### src/common/cpu_config.svh
`ifndef CPU_CONFIG_SVH
`define CPU_CONFIG_SVH

// Datapath widths
`define WORD_W      64
`define INSTR_W     32
`define REG_IDX_W   5

// Register 31 reads as zero and ignores writes
`define ZERO_REG    31
`define PC_STEP     4

// Instruction field positions
`define OPCODE_MSB  31
`define OPCODE_LSB  21
`define RM_MSB      20
`define RM_LSB      16
`define SHAMT_MSB   15
`define SHAMT_LSB   10
`define IMM12_MSB   21
`define IMM12_LSB   10
`define DTADDR_MSB  20
`define DTADDR_LSB  12
`define RN_MSB      9
`define RN_LSB      5
`define RD_MSB      4
`define RD_LSB      0

`endif
### src/common/cpuPkg.sv
`include "cpu_config.svh"

package cpuPkg;

    typedef logic [`WORD_W-1:0]    word_t;
    typedef logic [`INSTR_W-1:0]   instr_t;
    typedef logic [`REG_IDX_W-1:0] regIdx_t;

    // ALU select codes
    typedef enum logic [2:0] {
        AluEor  = 3'b000,
        AluEnor = 3'b001,
        AluAdd  = 3'b010,
        AluSub  = 3'b011,
        AluOr   = 3'b100,
        AluLsl  = 3'b101,
        AluAnd  = 3'b110,
        AluLsr  = 3'b111
    } aluOp_t;

    typedef enum logic [1:0] {
        ClassR,
        ClassI,
        ClassD,
        ClassNop
    } instrClass_t;

    // Control word that follows an instruction down the pipeline
    typedef struct packed {
        aluOp_t  aluOp;
        logic    useImm;
        logic    memRead;
        logic    memWrite;
        logic    regWrite;
        regIdx_t dest;
    } ctrl_t;

    typedef struct packed {
        word_t addr;
        word_t wdata;
        logic  read;
        logic  write;
    } memReq_t;

    // Bubble: no register write, no memory access
    localparam ctrl_t CtrlNop = '{
        aluOp:    AluEor,
        useImm:   1'b0,
        memRead:  1'b0,
        memWrite: 1'b0,
        regWrite: 1'b0,
        dest:     regIdx_t'(`ZERO_REG)
    };

endpackage

### src/hdl/instrDecoder.sv
`timescale 1ns/10ps
`include "cpu_config.svh"

module instrDecoder (
    input  cpuPkg::instr_t  instrWord,
    output cpuPkg::ctrl_t   ctrl,
    output cpuPkg::regIdx_t rnIdx,
    output cpuPkg::regIdx_t rmIdx,
    output cpuPkg::word_t   immValue
);
    import cpuPkg::*;

    // Upper six opcode bits pick the format
    localparam logic [5:0] GroupR = 6'b001010;
    localparam logic [5:0] GroupI = 6'b100010;
    localparam logic [5:0] GroupD = 6'b110100;

    logic [`OPCODE_MSB-`OPCODE_LSB:0] opcode;
    regIdx_t     rdIdx;
    instrClass_t iClass;

    assign opcode = instrWord[`OPCODE_MSB:`OPCODE_LSB];
    assign rdIdx  = instrWord[`RD_MSB:`RD_LSB];
    assign rnIdx  = instrWord[`RN_MSB:`RN_LSB];

    always_comb
    begin
        ctrl      = CtrlNop;
        ctrl.dest = rdIdx;
        iClass    = ClassNop;
        case (opcode[10:5])
            GroupR:
            begin
                iClass = ClassR;
                case (opcode[4:0])
                    5'b00000: ctrl.aluOp = AluAdd;
                    5'b00010: ctrl.aluOp = AluAnd;
                    5'b00100: ctrl.aluOp = AluEor;
                    5'b00101: ctrl.aluOp = AluEnor;
                    5'b00110: ctrl.aluOp = AluLsl;
                    5'b00111: ctrl.aluOp = AluLsr;
                    5'b01000: ctrl.aluOp = AluOr;
                    5'b01001: ctrl.aluOp = AluSub;
                    default:  iClass = ClassNop;
                endcase
                // Shift amount comes in through the immediate path
                ctrl.useImm = (ctrl.aluOp == AluLsl) || (ctrl.aluOp == AluLsr);
            end
            GroupI:
            begin
                iClass      = ClassI;
                ctrl.useImm = 1'b1;
                // Bit 21 already belongs to imm12
                case (opcode[4:1])
                    4'b0000: ctrl.aluOp = AluAdd;
                    4'b0010: ctrl.aluOp = AluAnd;
                    4'b0100: ctrl.aluOp = AluEor;
                    4'b0101: ctrl.aluOp = AluEnor;
                    4'b0110: ctrl.aluOp = AluOr;
                    4'b0111: ctrl.aluOp = AluSub;
                    default: iClass = ClassNop;
                endcase
            end
            GroupD:
            begin
                iClass      = ClassD;
                ctrl.useImm = 1'b1;
                ctrl.aluOp  = AluAdd;
                case (opcode[4:0])
                    5'b00000: ctrl.memRead = 1'b1;
                    5'b00001: ctrl.memWrite = 1'b1;
                    default:  iClass = ClassNop;
                endcase
            end
            default:
                iClass = ClassNop;
        endcase

        // Everything but a store writes Rd
        ctrl.regWrite = !ctrl.memWrite;
        if (iClass == ClassNop)
            ctrl = CtrlNop;
    end

    // STUR reads its store data from Rt
    assign rmIdx = ctrl.memWrite ? rdIdx : instrWord[`RM_MSB:`RM_LSB];

    always_comb
    begin
        case (iClass)
            ClassR:  immValue = word_t'(instrWord[`SHAMT_MSB:`SHAMT_LSB]);
            ClassI:  immValue = word_t'(instrWord[`IMM12_MSB:`IMM12_LSB]);
            ClassD:  immValue = word_t'(signed'(instrWord[`DTADDR_MSB:`DTADDR_LSB]));
            default: immValue = '0;
        endcase
    end

endmodule

### config.mk
export PLATFORM = sky130hd
export DESIGN_NAME = instrDecoder
export DESIGN_NICKNAME = d
export VERILOG_FILES = /design/src/common/cpuPkg.sv /design/src/hdl/instrDecoder.sv
export VERILOG_INCLUDE_DIRS = /design/src /design/src/common
export SDC_FILE = /design/constraint.sdc
export NUM_CORES = 1
export LEC_CHECK = 0
export BUFFER_PORTS_ARGS = -buffer_cell sky130_fd_sc_hd__buf_4
export CORE_AREA = 2 2 58 60
export DETAILED_ROUTE_END_ITERATION = 10
export DIE_AREA = 0 0 60 62
export GPL_TIMING_DRIVEN = 0
export PLACE_DENSITY = 0.81
export SLEW_MARGIN = 20
export SYNTH_ARGS = -nofsm -noshare
export SYNTH_HDL_FRONTEND = slang
export SYNTH_SLANG_ARGS = --single-unit
### constraint.sdc
create_clock -name vclk -period 4.2
set_input_delay 0.84 -clock vclk [all_inputs]
set_output_delay 0.84 -clock vclk [all_outputs]
set_load 0.005 [all_outputs]
==> metrics.md <==
| Metric | Value |
|---|---|
| Final HPWL DP | 3087 microns |
| Max-Cap Viols | 0 |
| DRT iter0 DRCs | 38 |
| Gp weighted congestion | 0.8720 |
| Port Buf Inserts | 112 |
| Die height | 62 microns |
| Core Area | roughly 3200 sq um |
| Cell taking the most area after synthesis | buf_4 |
| Final WL | 3657 microns |
| ANT cells | 0 |
| Setup TNS | 0 ps |
| FF+latch count | 0 |
| Post-CTS setup repair buffer count | 0 |
| First-pass iteration count of the detailed router | 4 |
| Effective utilization at floorplan | 33.53% |
| I/O pin total | 118 |
| RSZ-0062 raised after global routing | no |
| Total power divided by cell area | 35.68 nW/um^2 |
| Layout Area Growth over Synthesis | 84.27% |
| Worst-path fanout max | 52 |
| Wirelength per Cell | roughly 12 microns |
| Antenna violations before repair | 0 |
| DRC viols | 0 |
| Routed vias/inst | 4.495 |
| Startpoint Class | input port |
| Post-Synthesis Cells | about 140 |
| WP data required | between 3000 and 4000 ps |
| Synthesized Nets | 173 |
| Nets | between 200 and 300 |
| Yosys Warn Count | 0 |
| Mean Syn Cell Area | 7.560 sq um |
| First-pass GRT wire length | 5002 microns |
| Period utilization | roughly nine tenths |
| Synth top area cells | buf_4 (39%), mux2_2 (5.3%), a32oi_1 (4.9%), nor2_1 (3.5%), or4_1 (3.5%) |
| Post-Place Worst Slack | 354.2 ps |
| Final Instance Area | 1964 sq um |
| DIE AREA | 3720 sq um |
| Met1 Use GR | 22.91% |
| Hold Buf Count CTS | 0 |
| Unique masters post-synth | 40 |
| LEAKAGE | 1.099 nW |
| Filler Cells Inserted | 290 |
| Hold WC Path Type | in2out |
| DRT antenna net count | 0 |
| Rows | 21 |
| Outcome | complete, no violations |
| Die Span X | 60 microns |
| Most common cell after layout, fill and taps aside | buf_4 |
| Largest net degree at the start of global routing | 53 |
| VDD IR max | 0.03462 mV |
| Yosys top cell area share | 39.44% |
| Crit. End Element | output pin |
| Max Fclk | approximately 260 MHz |
| Setup WS post-layout | 391.5 ps |
| Worst-Margin Slew | 905.4 ps |
| Worst EP arrival | 2970 ps |
| Placed instance area | 1964 sq um |
| GRT Total Usage | between 10% and 20% |
| Most Used Layer, Global Route | met2 |
| Register area share after synthesis | 0% |
| Proportion of layout cells with a drive suffix above 1 | 75.10% |
| Most frequent cells in the layout | buf_4 (168), nor2_1 (10), nand2_1 (7) |
| Mapped Area | approximately 1100 sq um |
| Endpoints failing setup | 0 |
| DR vias | around 1300 |
| CTS resizes | 0 |
| Global route overflow | 0 |
| Vias in the first global route | 1081 |
| Slew headroom | between 30% and 40% |
| Clock buf count | 0 |
| Crit path kind | in2out |
| Met2 Use GR | 29.81% |
| Tmin final | 3809 ps |
| Met3 usage | 1.863% |
| Final Hold Viols | 0 |
| Fin. max-slew vios | 0 |
| Register area | 0 sq um |
## stage by stage
stage | std cells | power, mW | utilization (%) | hold slack, ps
3_5_place_dp | 299 | 0.06983 | 61.79 | 1847
3_3_place_gp | 299 | 0.06897 | 61.79 | 1846
6_report | 299 | 0.07008 | 61.79 | 1846
5_1_grt | 299 | 0.07655 | 61.79 | 1853
4_1_cts | 299 | 0.07013 | 61.79 | 1846
2_1_floorplan | 141 | 0.02837 | - | 1710
## Yosys cell counts, types with 2 or more instances
master    number
nand3_1        3
nand2_1        7
mux2_2         5
a32oi_1        6
or4_1          5
buf_4         56
buf_6          2
nand2b_1       2
o31ai_1        2
o21ai_0        3
nor2b_1        3
buf_2          3
a22o_1         3
nor4_1         3
inv_1          4
nor2_1        10
## worst paths after layout
kind | startpoint | to | slack [ps] | depth (start not counted)
hold / removal | instrWord[6] | rnIdx[1] | 1850 | 2
setup / recovery | instrWord[22] | immValue[44] | 390 | 8
## where the power goes
part	switching (mW)	internal (mW)
registers	0	0
clock network	0	0
logic	0.0324	0.0377
total	0.0324	0.0377
## metal layers
metal / routed length [microns] / share of wire [%] / vias up
li1: - / - / 678
met5: 0 / 0 / -
met4: 0 / 0 / 0
met1: 1541 / 42 / 603
met3: 296 / 8.1 / 0
met2: 1820 / 50 / 63
## critical path: stages
cell     delay (ps)
buf_6           110
nor4_1          380
nor4b_2         320
buf_2           260
nand2_1         140
inv_2           570
buf_4           230
buf_4           110
## final cells by class
type               count  area [sq um]  share of cell area, %
plain buffers         61         457.9                  23.31
inverters              4         15.01                 0.7643
multi-input cells     76         593.1                  30.19
well taps             46         57.56                  2.930
repair buffers       112         840.8                  42.80
## cells by family (layout without fill, tap and decap cells)
logic type | Yosys count | in the layout | synth area share, %
AO/OA/AOI/OAI | 26 | 26 | 22.30
buffers and inverters | 65 | 177 | 44.36
AND/OR/NAND/NOR | 45 | 45 | 28.05
multiplexers | 5 | 5 | 5.281
Power figures use the tool's default switching activity.
