==> src/common/cpu_config.svh <==
`ifndef CPU_CONFIG_SVH
`define CPU_CONFIG_SVH

// Datapath widths
`define WORD_W      64
`define INSTR_W     32
`define REG_IDX_W   5

// Register 31 reads as zero and ignores writes
`define ZERO_REG    31
`define PC_STEP     4

// Instruction field positions
`define OPCODE_MSB  31
`define OPCODE_LSB  21
`define RM_MSB      20
`define RM_LSB      16
`define SHAMT_MSB   15
`define SHAMT_LSB   10
`define IMM12_MSB   21
`define IMM12_LSB   10
`define DTADDR_MSB  20
`define DTADDR_LSB  12
`define RN_MSB      9
`define RN_LSB      5
`define RD_MSB      4
`define RD_LSB      0

`endif
==> src/common/cpuPkg.sv <==
`include "cpu_config.svh"

package cpuPkg;

    typedef logic [`WORD_W-1:0]    word_t;
    typedef logic [`INSTR_W-1:0]   instr_t;
    typedef logic [`REG_IDX_W-1:0] regIdx_t;

    // ALU select codes
    typedef enum logic [2:0] {
        AluEor  = 3'b000,
        AluEnor = 3'b001,
        AluAdd  = 3'b010,
        AluSub  = 3'b011,
        AluOr   = 3'b100,
        AluLsl  = 3'b101,
        AluAnd  = 3'b110,
        AluLsr  = 3'b111
    } aluOp_t;

    typedef enum logic [1:0] {
        ClassR,
        ClassI,
        ClassD,
        ClassNop
    } instrClass_t;

    // Control word that follows an instruction down the pipeline
    typedef struct packed {
        aluOp_t  aluOp;
        logic    useImm;
        logic    memRead;
        logic    memWrite;
        logic    regWrite;
        regIdx_t dest;
    } ctrl_t;

    typedef struct packed {
        word_t addr;
        word_t wdata;
        logic  read;
        logic  write;
    } memReq_t;

    // Bubble: no register write, no memory access
    localparam ctrl_t CtrlNop = '{
        aluOp:    AluEor,
        useImm:   1'b0,
        memRead:  1'b0,
        memWrite: 1'b0,
        regWrite: 1'b0,
        dest:     regIdx_t'(`ZERO_REG)
    };

endpackage

==> src/hdl/executeStage.sv <==
`timescale 1ns/10ps

module executeStage (
    input  logic            clk,
    input  logic            reset,
    input  cpuPkg::ctrl_t   ctrlIn,
    input  cpuPkg::word_t   rnData,
    input  cpuPkg::word_t   rmData,
    input  cpuPkg::word_t   immValue,
    output cpuPkg::memReq_t memReq,
    input  cpuPkg::word_t   memRdata,
    output logic            wrEn,
    output cpuPkg::regIdx_t wrIdx,
    output cpuPkg::word_t   wrData
);
    import cpuPkg::*;

    ctrl_t exCtrl;
    ctrl_t memCtrl;
    ctrl_t wbCtrl;
    word_t exA;
    word_t exRm;
    word_t exImm;
    word_t aluB;
    word_t aluResult;
    word_t memAddr;
    word_t memWdata;
    word_t wbData;

    // Control chain ID/EX -> EX/MEM -> MEM/WB, bubbles out of reset
    always_ff @(posedge clk)
    begin
        if (reset)
        begin
            exCtrl  <= CtrlNop;
            memCtrl <= CtrlNop;
            wbCtrl  <= CtrlNop;
        end
        else
        begin
            exCtrl  <= ctrlIn;
            memCtrl <= exCtrl;
            wbCtrl  <= memCtrl;
        end
    end

    always_ff @(posedge clk)
    begin
        exA      <= rnData;
        exRm     <= rmData;
        exImm    <= immValue;
        memAddr  <= aluResult;
        memWdata <= exRm;
        // Load data or ALU result, picked on the way into MEM/WB
        wbData   <= memCtrl.memRead ? memRdata : memAddr;
    end

    assign aluB = exCtrl.useImm ? exImm : exRm;

    alu64 i_alu64 (
        .aluOp  (exCtrl.aluOp),
        .a      (exA),
        .b      (aluB),
        .result (aluResult)
    );

    assign memReq = '{
        addr:  memAddr,
        wdata: memWdata,
        read:  memCtrl.memRead,
        write: memCtrl.memWrite
    };

    assign wrEn   = wbCtrl.regWrite;
    assign wrIdx  = wbCtrl.dest;
    assign wrData = wbData;

endmodule

==> src/alu/alu64.sv <==
`timescale 1ns/10ps
`include "cpu_config.svh"

module alu64 (
    input  cpuPkg::aluOp_t aluOp,
    input  cpuPkg::word_t  a,
    input  cpuPkg::word_t  b,
    output cpuPkg::word_t  result
);
    import cpuPkg::*;

    word_t bInt;
    word_t g;
    word_t p;
    word_t carry;
    logic  invertB;
    logic  arith;
    logic  cin;
    logic [$clog2(`WORD_W)-1:0] shamt;

    // SUB and ENOR both see the complement of b
    assign invertB = (aluOp == AluSub) || (aluOp == AluEnor);
    assign cin     = (aluOp == AluSub);
    // Carries only reach the sum for ADD and SUB
    assign arith   = (aluOp == AluAdd) || (aluOp == AluSub);

    // Per-bit generate and propagate
    assign bInt = b ^ {`WORD_W{invertB}};
    assign g    = a & bInt;
    assign p    = a ^ bInt;

    lacTree #(.WIDTH(`WORD_W)) i_lacTree (
        .g    (g),
        .p    (p),
        .cin  (cin),
        .c    (carry),
        .gOut (),
        .pOut ()
    );

    assign shamt = b[$clog2(`WORD_W)-1:0];

    always_comb
    begin
        case (aluOp)
            AluAnd:  result = a & b;
            AluOr:   result = a | b;
            AluLsl:  result = a << shamt;
            AluLsr:  result = a >> shamt;
            // EOR, ENOR, ADD, SUB
            default: result = p ^ (carry & {`WORD_W{arith}});
        endcase
    end

endmodule

==> src/alu/lacTree.sv <==
`timescale 1ns/10ps

module lacTree #(
    parameter int WIDTH = 64
) (
    input  logic [WIDTH-1:0] g,
    input  logic [WIDTH-1:0] p,
    input  logic             cin,
    output logic [WIDTH-1:0] c,
    output logic             gOut,
    output logic             pOut
);

    generate
        if (WIDTH == 2)
        begin : g_leaf
            // Basic two-bit lookahead cell
            assign c[0] = cin;
            assign c[1] = g[0] | (p[0] & cin);
            assign gOut = g[1] | (p[1] & g[0]);
            assign pOut = p[1] & p[0];
        end
        else
        begin : g_node
            logic [1:0] subCin;
            logic [1:0] subG;
            logic [1:0] subP;

            lacTree #(.WIDTH(WIDTH/2)) i_low (
                .g    (g[WIDTH/2-1:0]),
                .p    (p[WIDTH/2-1:0]),
                .cin  (subCin[0]),
                .c    (c[WIDTH/2-1:0]),
                .gOut (subG[0]),
                .pOut (subP[0])
            );

            lacTree #(.WIDTH(WIDTH/2)) i_high (
                .g    (g[WIDTH-1:WIDTH/2]),
                .p    (p[WIDTH-1:WIDTH/2]),
                .cin  (subCin[1]),
                .c    (c[WIDTH-1:WIDTH/2]),
                .gOut (subG[1]),
                .pOut (subP[1])
            );

            // Root combines the halves and feeds their carry-ins
            lacTree #(.WIDTH(2)) i_root (
                .g    (subG),
                .p    (subP),
                .cin  (cin),
                .c    (subCin),
                .gOut (gOut),
                .pOut (pOut)
            );
        end
    endgenerate

endmodule

==> config.mk <==
export PLATFORM = sky130hd
export DESIGN_NAME = executeStage
export DESIGN_NICKNAME = d
export VERILOG_FILES = /design/src/common/cpuPkg.sv /design/src/hdl/executeStage.sv /design/src/alu/alu64.sv /design/src/alu/lacTree.sv
export VERILOG_INCLUDE_DIRS = /design/src /design/src/common
export SDC_FILE = /design/constraint.sdc
export NUM_CORES = 1
export LEC_CHECK = 0
export BUFFER_PORTS_ARGS = -buffer_cell sky130_fd_sc_hd__buf_2
export CORE_MARGIN = 4
export CORE_UTILIZATION = 27
export DETAILED_ROUTE_END_ITERATION = 16
export PLACE_DENSITY_LB_ADDON = 0.2
export SKIP_CTS_REPAIR_TIMING = 1
export SLEW_MARGIN = 20
export SYNTH_ARGS = -nofsm -noshare
export SYNTH_HDL_FRONTEND = slang
export SYNTH_SLANG_ARGS = --single-unit
==> constraint.sdc <==
create_clock -name clk -period 5.2 [get_ports clk]
set_input_delay 0.26 -clock clk [delete_from_list [all_inputs] [get_ports clk]]
set_output_delay 0.26 -clock clk [all_outputs]
set_load 0.005 [all_outputs]
==> impl_metrics.tcl, run 1 <==
set metrics [dict create \
    avgSynthCellArea_um2 9.18 \
    ant_nets 0 \
    drc 0 \
    grt_pass1_vias 21800 \
    endpoint_kind "flop" \
    numCtsBuffers 49 \
    io_pins 470 \
    drtIter0Drc 2789 \
    design.die.area_um2 90000 \
    placed_cells 4056 \
    final_cell_mix "buf_2, dfxtp_1, mux2i_1, dlygate4sd3_1, nand2_1" \
    crit_path_max_fanout 11 \
    leakage_nw 13.7 \
    drtPass1Iterations 6 \
    final_util 0.375 \
    grt_usage 0.260 \
    cp.arrival_ns 5.04 \
    finalSetupViolCount 0 \
    clockPowerShare 0.340 \
    wl_mm 125 \
    maxCapViolCount 0 \
    synth.distinct_cells 72 \
    synth-seq-cells 410 \
    rsz0062_at_grt "no" \
    p_per_area_nw_per_um2 334 \
    routed-via-count 23500 \
    std_cell_rows 106 \
    hold_path_class "input port to flop" \
    crit_required_ns 5.66 \
    crit_start "exCtrl[8]" \
    slew_headroom 0.276 \
    cts_tree "yes" \
    r2r_slack_ns 0.62 \
    drv_slew 0 \
    start_kind "flop" \
    timing.rr.end "memAddr[44]" \
    netlist_area_um2 23000 \
    tightest_slew_ns 1.06 \
    globalRouteOverflowTotal 0 \
    netSwitchingFraction 0.342 \
    slowest_delay_ns 0.60 \
    initial_core_util 0.274 \
    fin_crit_sh 0.881 \
    regToRegStartpoint "exCtrl[8]" \
    syn_nets 2841 \
    fmax_ghz 0.218 \
    async_flop_share 0 \
    p_int_w 0.00693 \
    wl_per_cell_um 28.3 \
    path_cells "buf_4, mux2i_1, xnor2_1, ha_1, nand4_1, or3_1, or2_1, a311oi_2, o21ai_1, buf_4, o21ai_1, a22oi_1, xor2_1, a22oi_1" \
    final_common_cell "buf_2" \
    clkSinkCount 410 \
    pwr-share-comb 0.301 \
    antenna_found_initial 6 \
    fillCellCount 8640 \
    outcome "completed" \
    worst_path_max_delay_cell "a311oi_2" \
    synth-main-ff-cell "dfxtp_1" \
    fin_skew_ns 0.0373 \
    netlist_top_cells_area "dfxtp_1, mux2i_1, a21oi_1" \
    worstSetupPathType "flop to flop" \
    cts.htree.levels 2 \
    synth_enable_flop_cells 0 \
    drive_above_1_share 0.261 \
    area_growth_pct 37.1 \
    clockRootBuffer "clkbuf_16" \
    clk_transition_reported_paths_ns 0.07 \
    seq_power_share 0.359 \
    r2r_cells 14 \
    setup_tns_ns 0 \
    die_h_um 300 \
    layoutNonFillerInstCount 4418 \
    grt_pass1_wl_mm 168 \
    dp_hpwl_mm 96.7 \
    die_x_um 300 \
    coreArea_um2 84100 \
    synthCells 2508 \
    yosys_warnings 0 \
    vias_per_cell 5.31 \
    clock_path_buffers 3 \
    final_net_count 3574 \
    p_total_w 0.0105 \
    synth_top_area_share 0.357 \
    port_buffers 469 \
    peakVddDrop_v 0.000252 \
    power.switching_w 0.00361 \
    clk_latency_ns 0.62 \
    grt_max_degree 100 \
    crit_path_end "memAddr[44]" \
    yosys.area.top_type "dfxtp_1" \
    ys_seq_area_frac 0.357 \
    final_hold_viol_count 0 \
    fin_crit_ns 4.58 \
    gp_congestion 1.05 \
]
[power by group through the flow]
stage / registers [W] / clock network, W / logic, W
finish: 0.00378 / 0.00359 / 0.00317
global route: 0.00382 / 0.00382 / 0.00333
CTS: 0.00379 / 0.00370 / 0.00291
detailed placement: 0.00385 / 0 / 0.00290
global placement: 0.00386 / 0 / 0.00291
floorplan: 0.00372 / 0 / 0.00162
[critical path: cells and delay by family, from the launching register on]
kind	cells	cell delay, ns
multiplexers	1	0.38
adder cells (fa/ha/maj)	1	0.38
flip-flops	1	0.52
AND/OR/NAND/NOR	3	0.82
XOR/XNOR	2	0.32
buffers and inverters	2	0.58
AO/OA/AOI/OAI	5	1.39
[kinds of logic after synthesis]
group	synth area share
multiplexers	0.239
adder cells (fa/ha/maj)	0.0343
AO/OA/AOI/OAI	0.180
flip-flops	0.357
buffers and inverters	0.0426
AND/OR/NAND/NOR	0.105
XOR/XNOR	0.0426
[stage by stage]
| step | setup WS, ns | hold slack [ns] | instance area, um^2 |
|---|---|---|---|
| 3_5_place_dp | 0.726 | 0.343 | 27100 |
| 4_1_cts | 0.702 | -0.300 | 28900 |
| 6_report | 0.618 | 0.0431 | 31500 |
| 2_1_floorplan | 0.786 | 0.288 | 23000 |
| 5_1_grt | 0.427 | 0.0646 | 31500 |
| 3_3_place_gp | 0.847 | 0.337 | 27100 |
[registers in the layout (all words and copies together) (netlist names), 6 cells and up]
name and count:
memWdata 64, exRm 64, exImm 64, exCtrl 12, memCtrl 6, memAddr 64
exA 64, wrData 64
[worst min-delay path by stage]
stage / startpoint / end / depth (start not counted)
2_1_floorplan: rnData[0] / exA[0] / 0
3_3_place_gp: exRm[30] / memWdata[30] / 0
3_5_place_dp: exRm[28] / memWdata[28] / 0
4_1_cts: rmData[0] / exRm[0] / 1
5_1_grt: reset / memReq[1] / 2
6_report: reset / exCtrl[7] / 2
[synth_stat cells, drive strengths merged, types with 4 or more instances]
master,instances
clkbuf,97
a21o,16
mux2i,348
or3,8
nand4,6
nor2b,18
mux4,41
nand2b,8
o221ai,19
o21ai,130
o211ai,31
a211oi,39
and3,27
a221oi,10
a31oi,22
a2bb2oi,19
and2,10
o2bb2ai,7
o32a,7
a21oi,239
a22oi,44
dfxtp,410
mux2,96
or2,20
xnor2,82
a22o,5
and4,6
inv,49
xor2,30
nor2,138
nand3,36
nor3,20
o22a,4
buf,88
o22ai,22
o21a,7
nand2,243
o32ai,5
ha,63
[per-layer routing]
layer  global-route usage  routed length [um]  up-vias
met5                    0                  38        -
met4                0.143                8210        6
met3               0.0809               12900      307
met2                0.397               54200     1328
met1                0.326               49900    11200
li1                     -                   -    10600
[area by class of cell]
type                       instances  area [um^2]  area share
antenna                            2         5.00    0.000159
clock buffer                      68         1410      0.0446
clock inverter                    24          315      0.0100
inverter                          49          184     0.00583
multi-input combinational       1864        13900       0.441
sequential                       410         8220       0.261
tap                             1134         1420      0.0450
timing repair buffer             867         6090       0.193
No activity file was read; power rests on OpenSTA's default activity.
==> run 2: changes to the inputs <==
Settings changed: CORE_MARGIN 4 to 2.
==> run 2 against run 1 <==
Against the previous run:
- worst setup slack got worse by 0.28 ns
- flip-flop and latch count unchanged
- largest power group unchanged
- sequential share of layout area about the same
- critical path type unchanged
- global-route usage increased by 1.4 points
- via count increased by 0.70%
- power decreased by 1.1%
- non-clock buffer count increased by 5
- clock power decreased by 3%
- combinational power about the same
- worst hold slack got worse by 0.0059 ns
==> impl_metrics.tcl, run 2 (synthesized netlist as in run 1, its figures left out) <==
set metrics [dict create \
    crit_buf_inv 2 \
    fin_crit_ns 4.86 \
    final_hold_viol_count 0 \
    path_cells "buf_4, mux2i_1, xnor2_1, ha_1, nand4_1, or3_1, or2_1, a311oi_2, buf_4, o211ai_2, a211oi_2, o21ai_1, mux2_1, o21ai_1" \
    fillCellCount 8723 \
    die_x_um 296 \
    io_pins 470 \
    grt_pass1_wl_mm 169 \
    cts_tree "yes" \
    die_h_um 296 \
    coreArea_um2 84900 \
    vias_per_cell 5.33 \
    design.die.area_um2 87600 \
    grt_pass1_vias 21700 \
    fin_crit_sh 0.935 \
    port_buffers 469 \
    worst_path_max_delay_cell "mux2i_1" \
    worstSetupPathType "flop to flop" \
    wl_per_cell_um 28.5 \
    grt_usage 0.274 \
    slew_headroom 0.251 \
    layoutNonFillerInstCount 4428 \
    rsz0062_at_grt "no" \
    grt_max_degree 124 \
    start_kind "flop" \
    placed_cells 4071 \
    wl_mm 126 \
    final_common_cell "buf_2" \
    finalSetupViolCount 0 \
    final_net_count 3578 \
    drc 0 \
    gp_congestion 1.10 \
    crit_path_max_fanout 12 \
    leakage_nw 13.7 \
    clk_transition_reported_paths_ns 0.06 \
    area_growth_pct 37.1 \
    maxCapViolCount 0 \
    drtPass1Iterations 6 \
    initial_core_util 0.271 \
    numCtsBuffers 48 \
    drv_slew 0 \
    tightest_slew_ns 1.09 \
    drive_above_1_share 0.261 \
    crit_required_ns 5.75 \
    ant_nets 0 \
    p_per_area_nw_per_um2 331 \
    fin_skew_ns 0.0231 \
    p_total_w 0.0104 \
    fmax_ghz 0.206 \
    hold_path_class "input port to flop" \
    dp_hpwl_mm 96.5 \
    routed-via-count 23600 \
    cts.htree.levels 2 \
    clk_latency_ns 0.63 \
    std_cell_rows 107 \
    clockRootBuffer "clkbuf_16" \
    setup_tns_ns 0 \
    slowest_delay_ns 0.92 \
    cp.arrival_ns 5.41 \
    path_delay_family "multiplexers" \
    peakVddDrop_v 0.000299 \
    antenna_found_initial 10 \
    clock_path_buffers 3 \
    final_cell_mix "buf_2, dfxtp_1, mux2i_1, dlygate4sd3_1, nand2_1" \
    drtIter0Drc 2396 \
    endpoint_kind "flop" \
    clkSinkCount 410 \
    globalRouteOverflowTotal 0 \
    outcome "completed" \
]
## run 2: cell types whose count changed in the layout (fill, tap and decap cells not counted), moves of 2 or more
cell / previous run / this run
inv_6: 3 / 5
buf_12: 7 / 11
clkinvlp_4: 4 / 2
bufinv_16: 4 / 2
clkinv_2: 7 / 5
## run 2: final timing paths
path	startpoint	to	slack (ns)	depth (start not counted)
setup reg to reg	exCtrl[8]	memAddr[57]	0.34	14
hold reg to reg	exRm[49]	memWdata[49]	0.35	0
setup / recovery	exCtrl[8]	memAddr[57]	0.34	14
hold / removal	reset	memReq[0]	0.04	2
## run 2: metrics by stage
stage | setup slack (ns) | hold WS, ns | cell area (um^2) | utilization
final | 0.340 | 0.0372 | 31500 | 0.372
after detailed placement | 0.604 | 0.342 | 27200 | 0.321
after CTS | 0.557 | -0.310 | 28900 | 0.340
after global placement | 0.645 | 0.337 | 27200 | 0.321
after floorplan | 0.786 | 0.288 | 23000 | -
after global routing | 0.102 | 0.0576 | 31500 | 0.372
## run 2: final cells by class
cell class,instances,area (um^2),area share
Timing Repair Buffer,872,6180,0.196
Clock inverter,20,234,0.00742
Sequential cell,410,8220,0.261
Tap cell,1144,1430,0.0454
Inverter,49,184,0.00583
Clock buffer,68,1390,0.0440
Antenna cell,1,2.50,0.0000793
Multi-Input combinational cell,1864,13900,0.441
## run 2: layer usage
metal / part of all wire / vias up / global-route usage
met4: 0.084 / 10 / 0.202
met5: 0.00059 / - / 0
li1: - / 10600 / -
met3: 0.096 / 316 / 0.0748
met2: 0.42 / 1333 / 0.403
met1: 0.39 / 11300 / 0.343
## run 2: where the power goes
group,switching [W],internal [W]
Combinational,0.00186,0.00132
Clock,0.00149,0.00198
Sequential,0.000287,0.00349
Total,0.00363,0.00679
## run 2: worst register-to-register path: cells and delay by family (launching register included)
kind / cells / cell delay (ns)
xor gates and xnor gates: 1 / 0.14
AOI/OAI and AO/OA: 5 / 1.20
muxes: 2 / 1.28
and+or+nand+nor: 3 / 0.79
buffers and inverters: 2 / 0.49
DFF: 1 / 0.48
adders and majority gates: 1 / 0.42
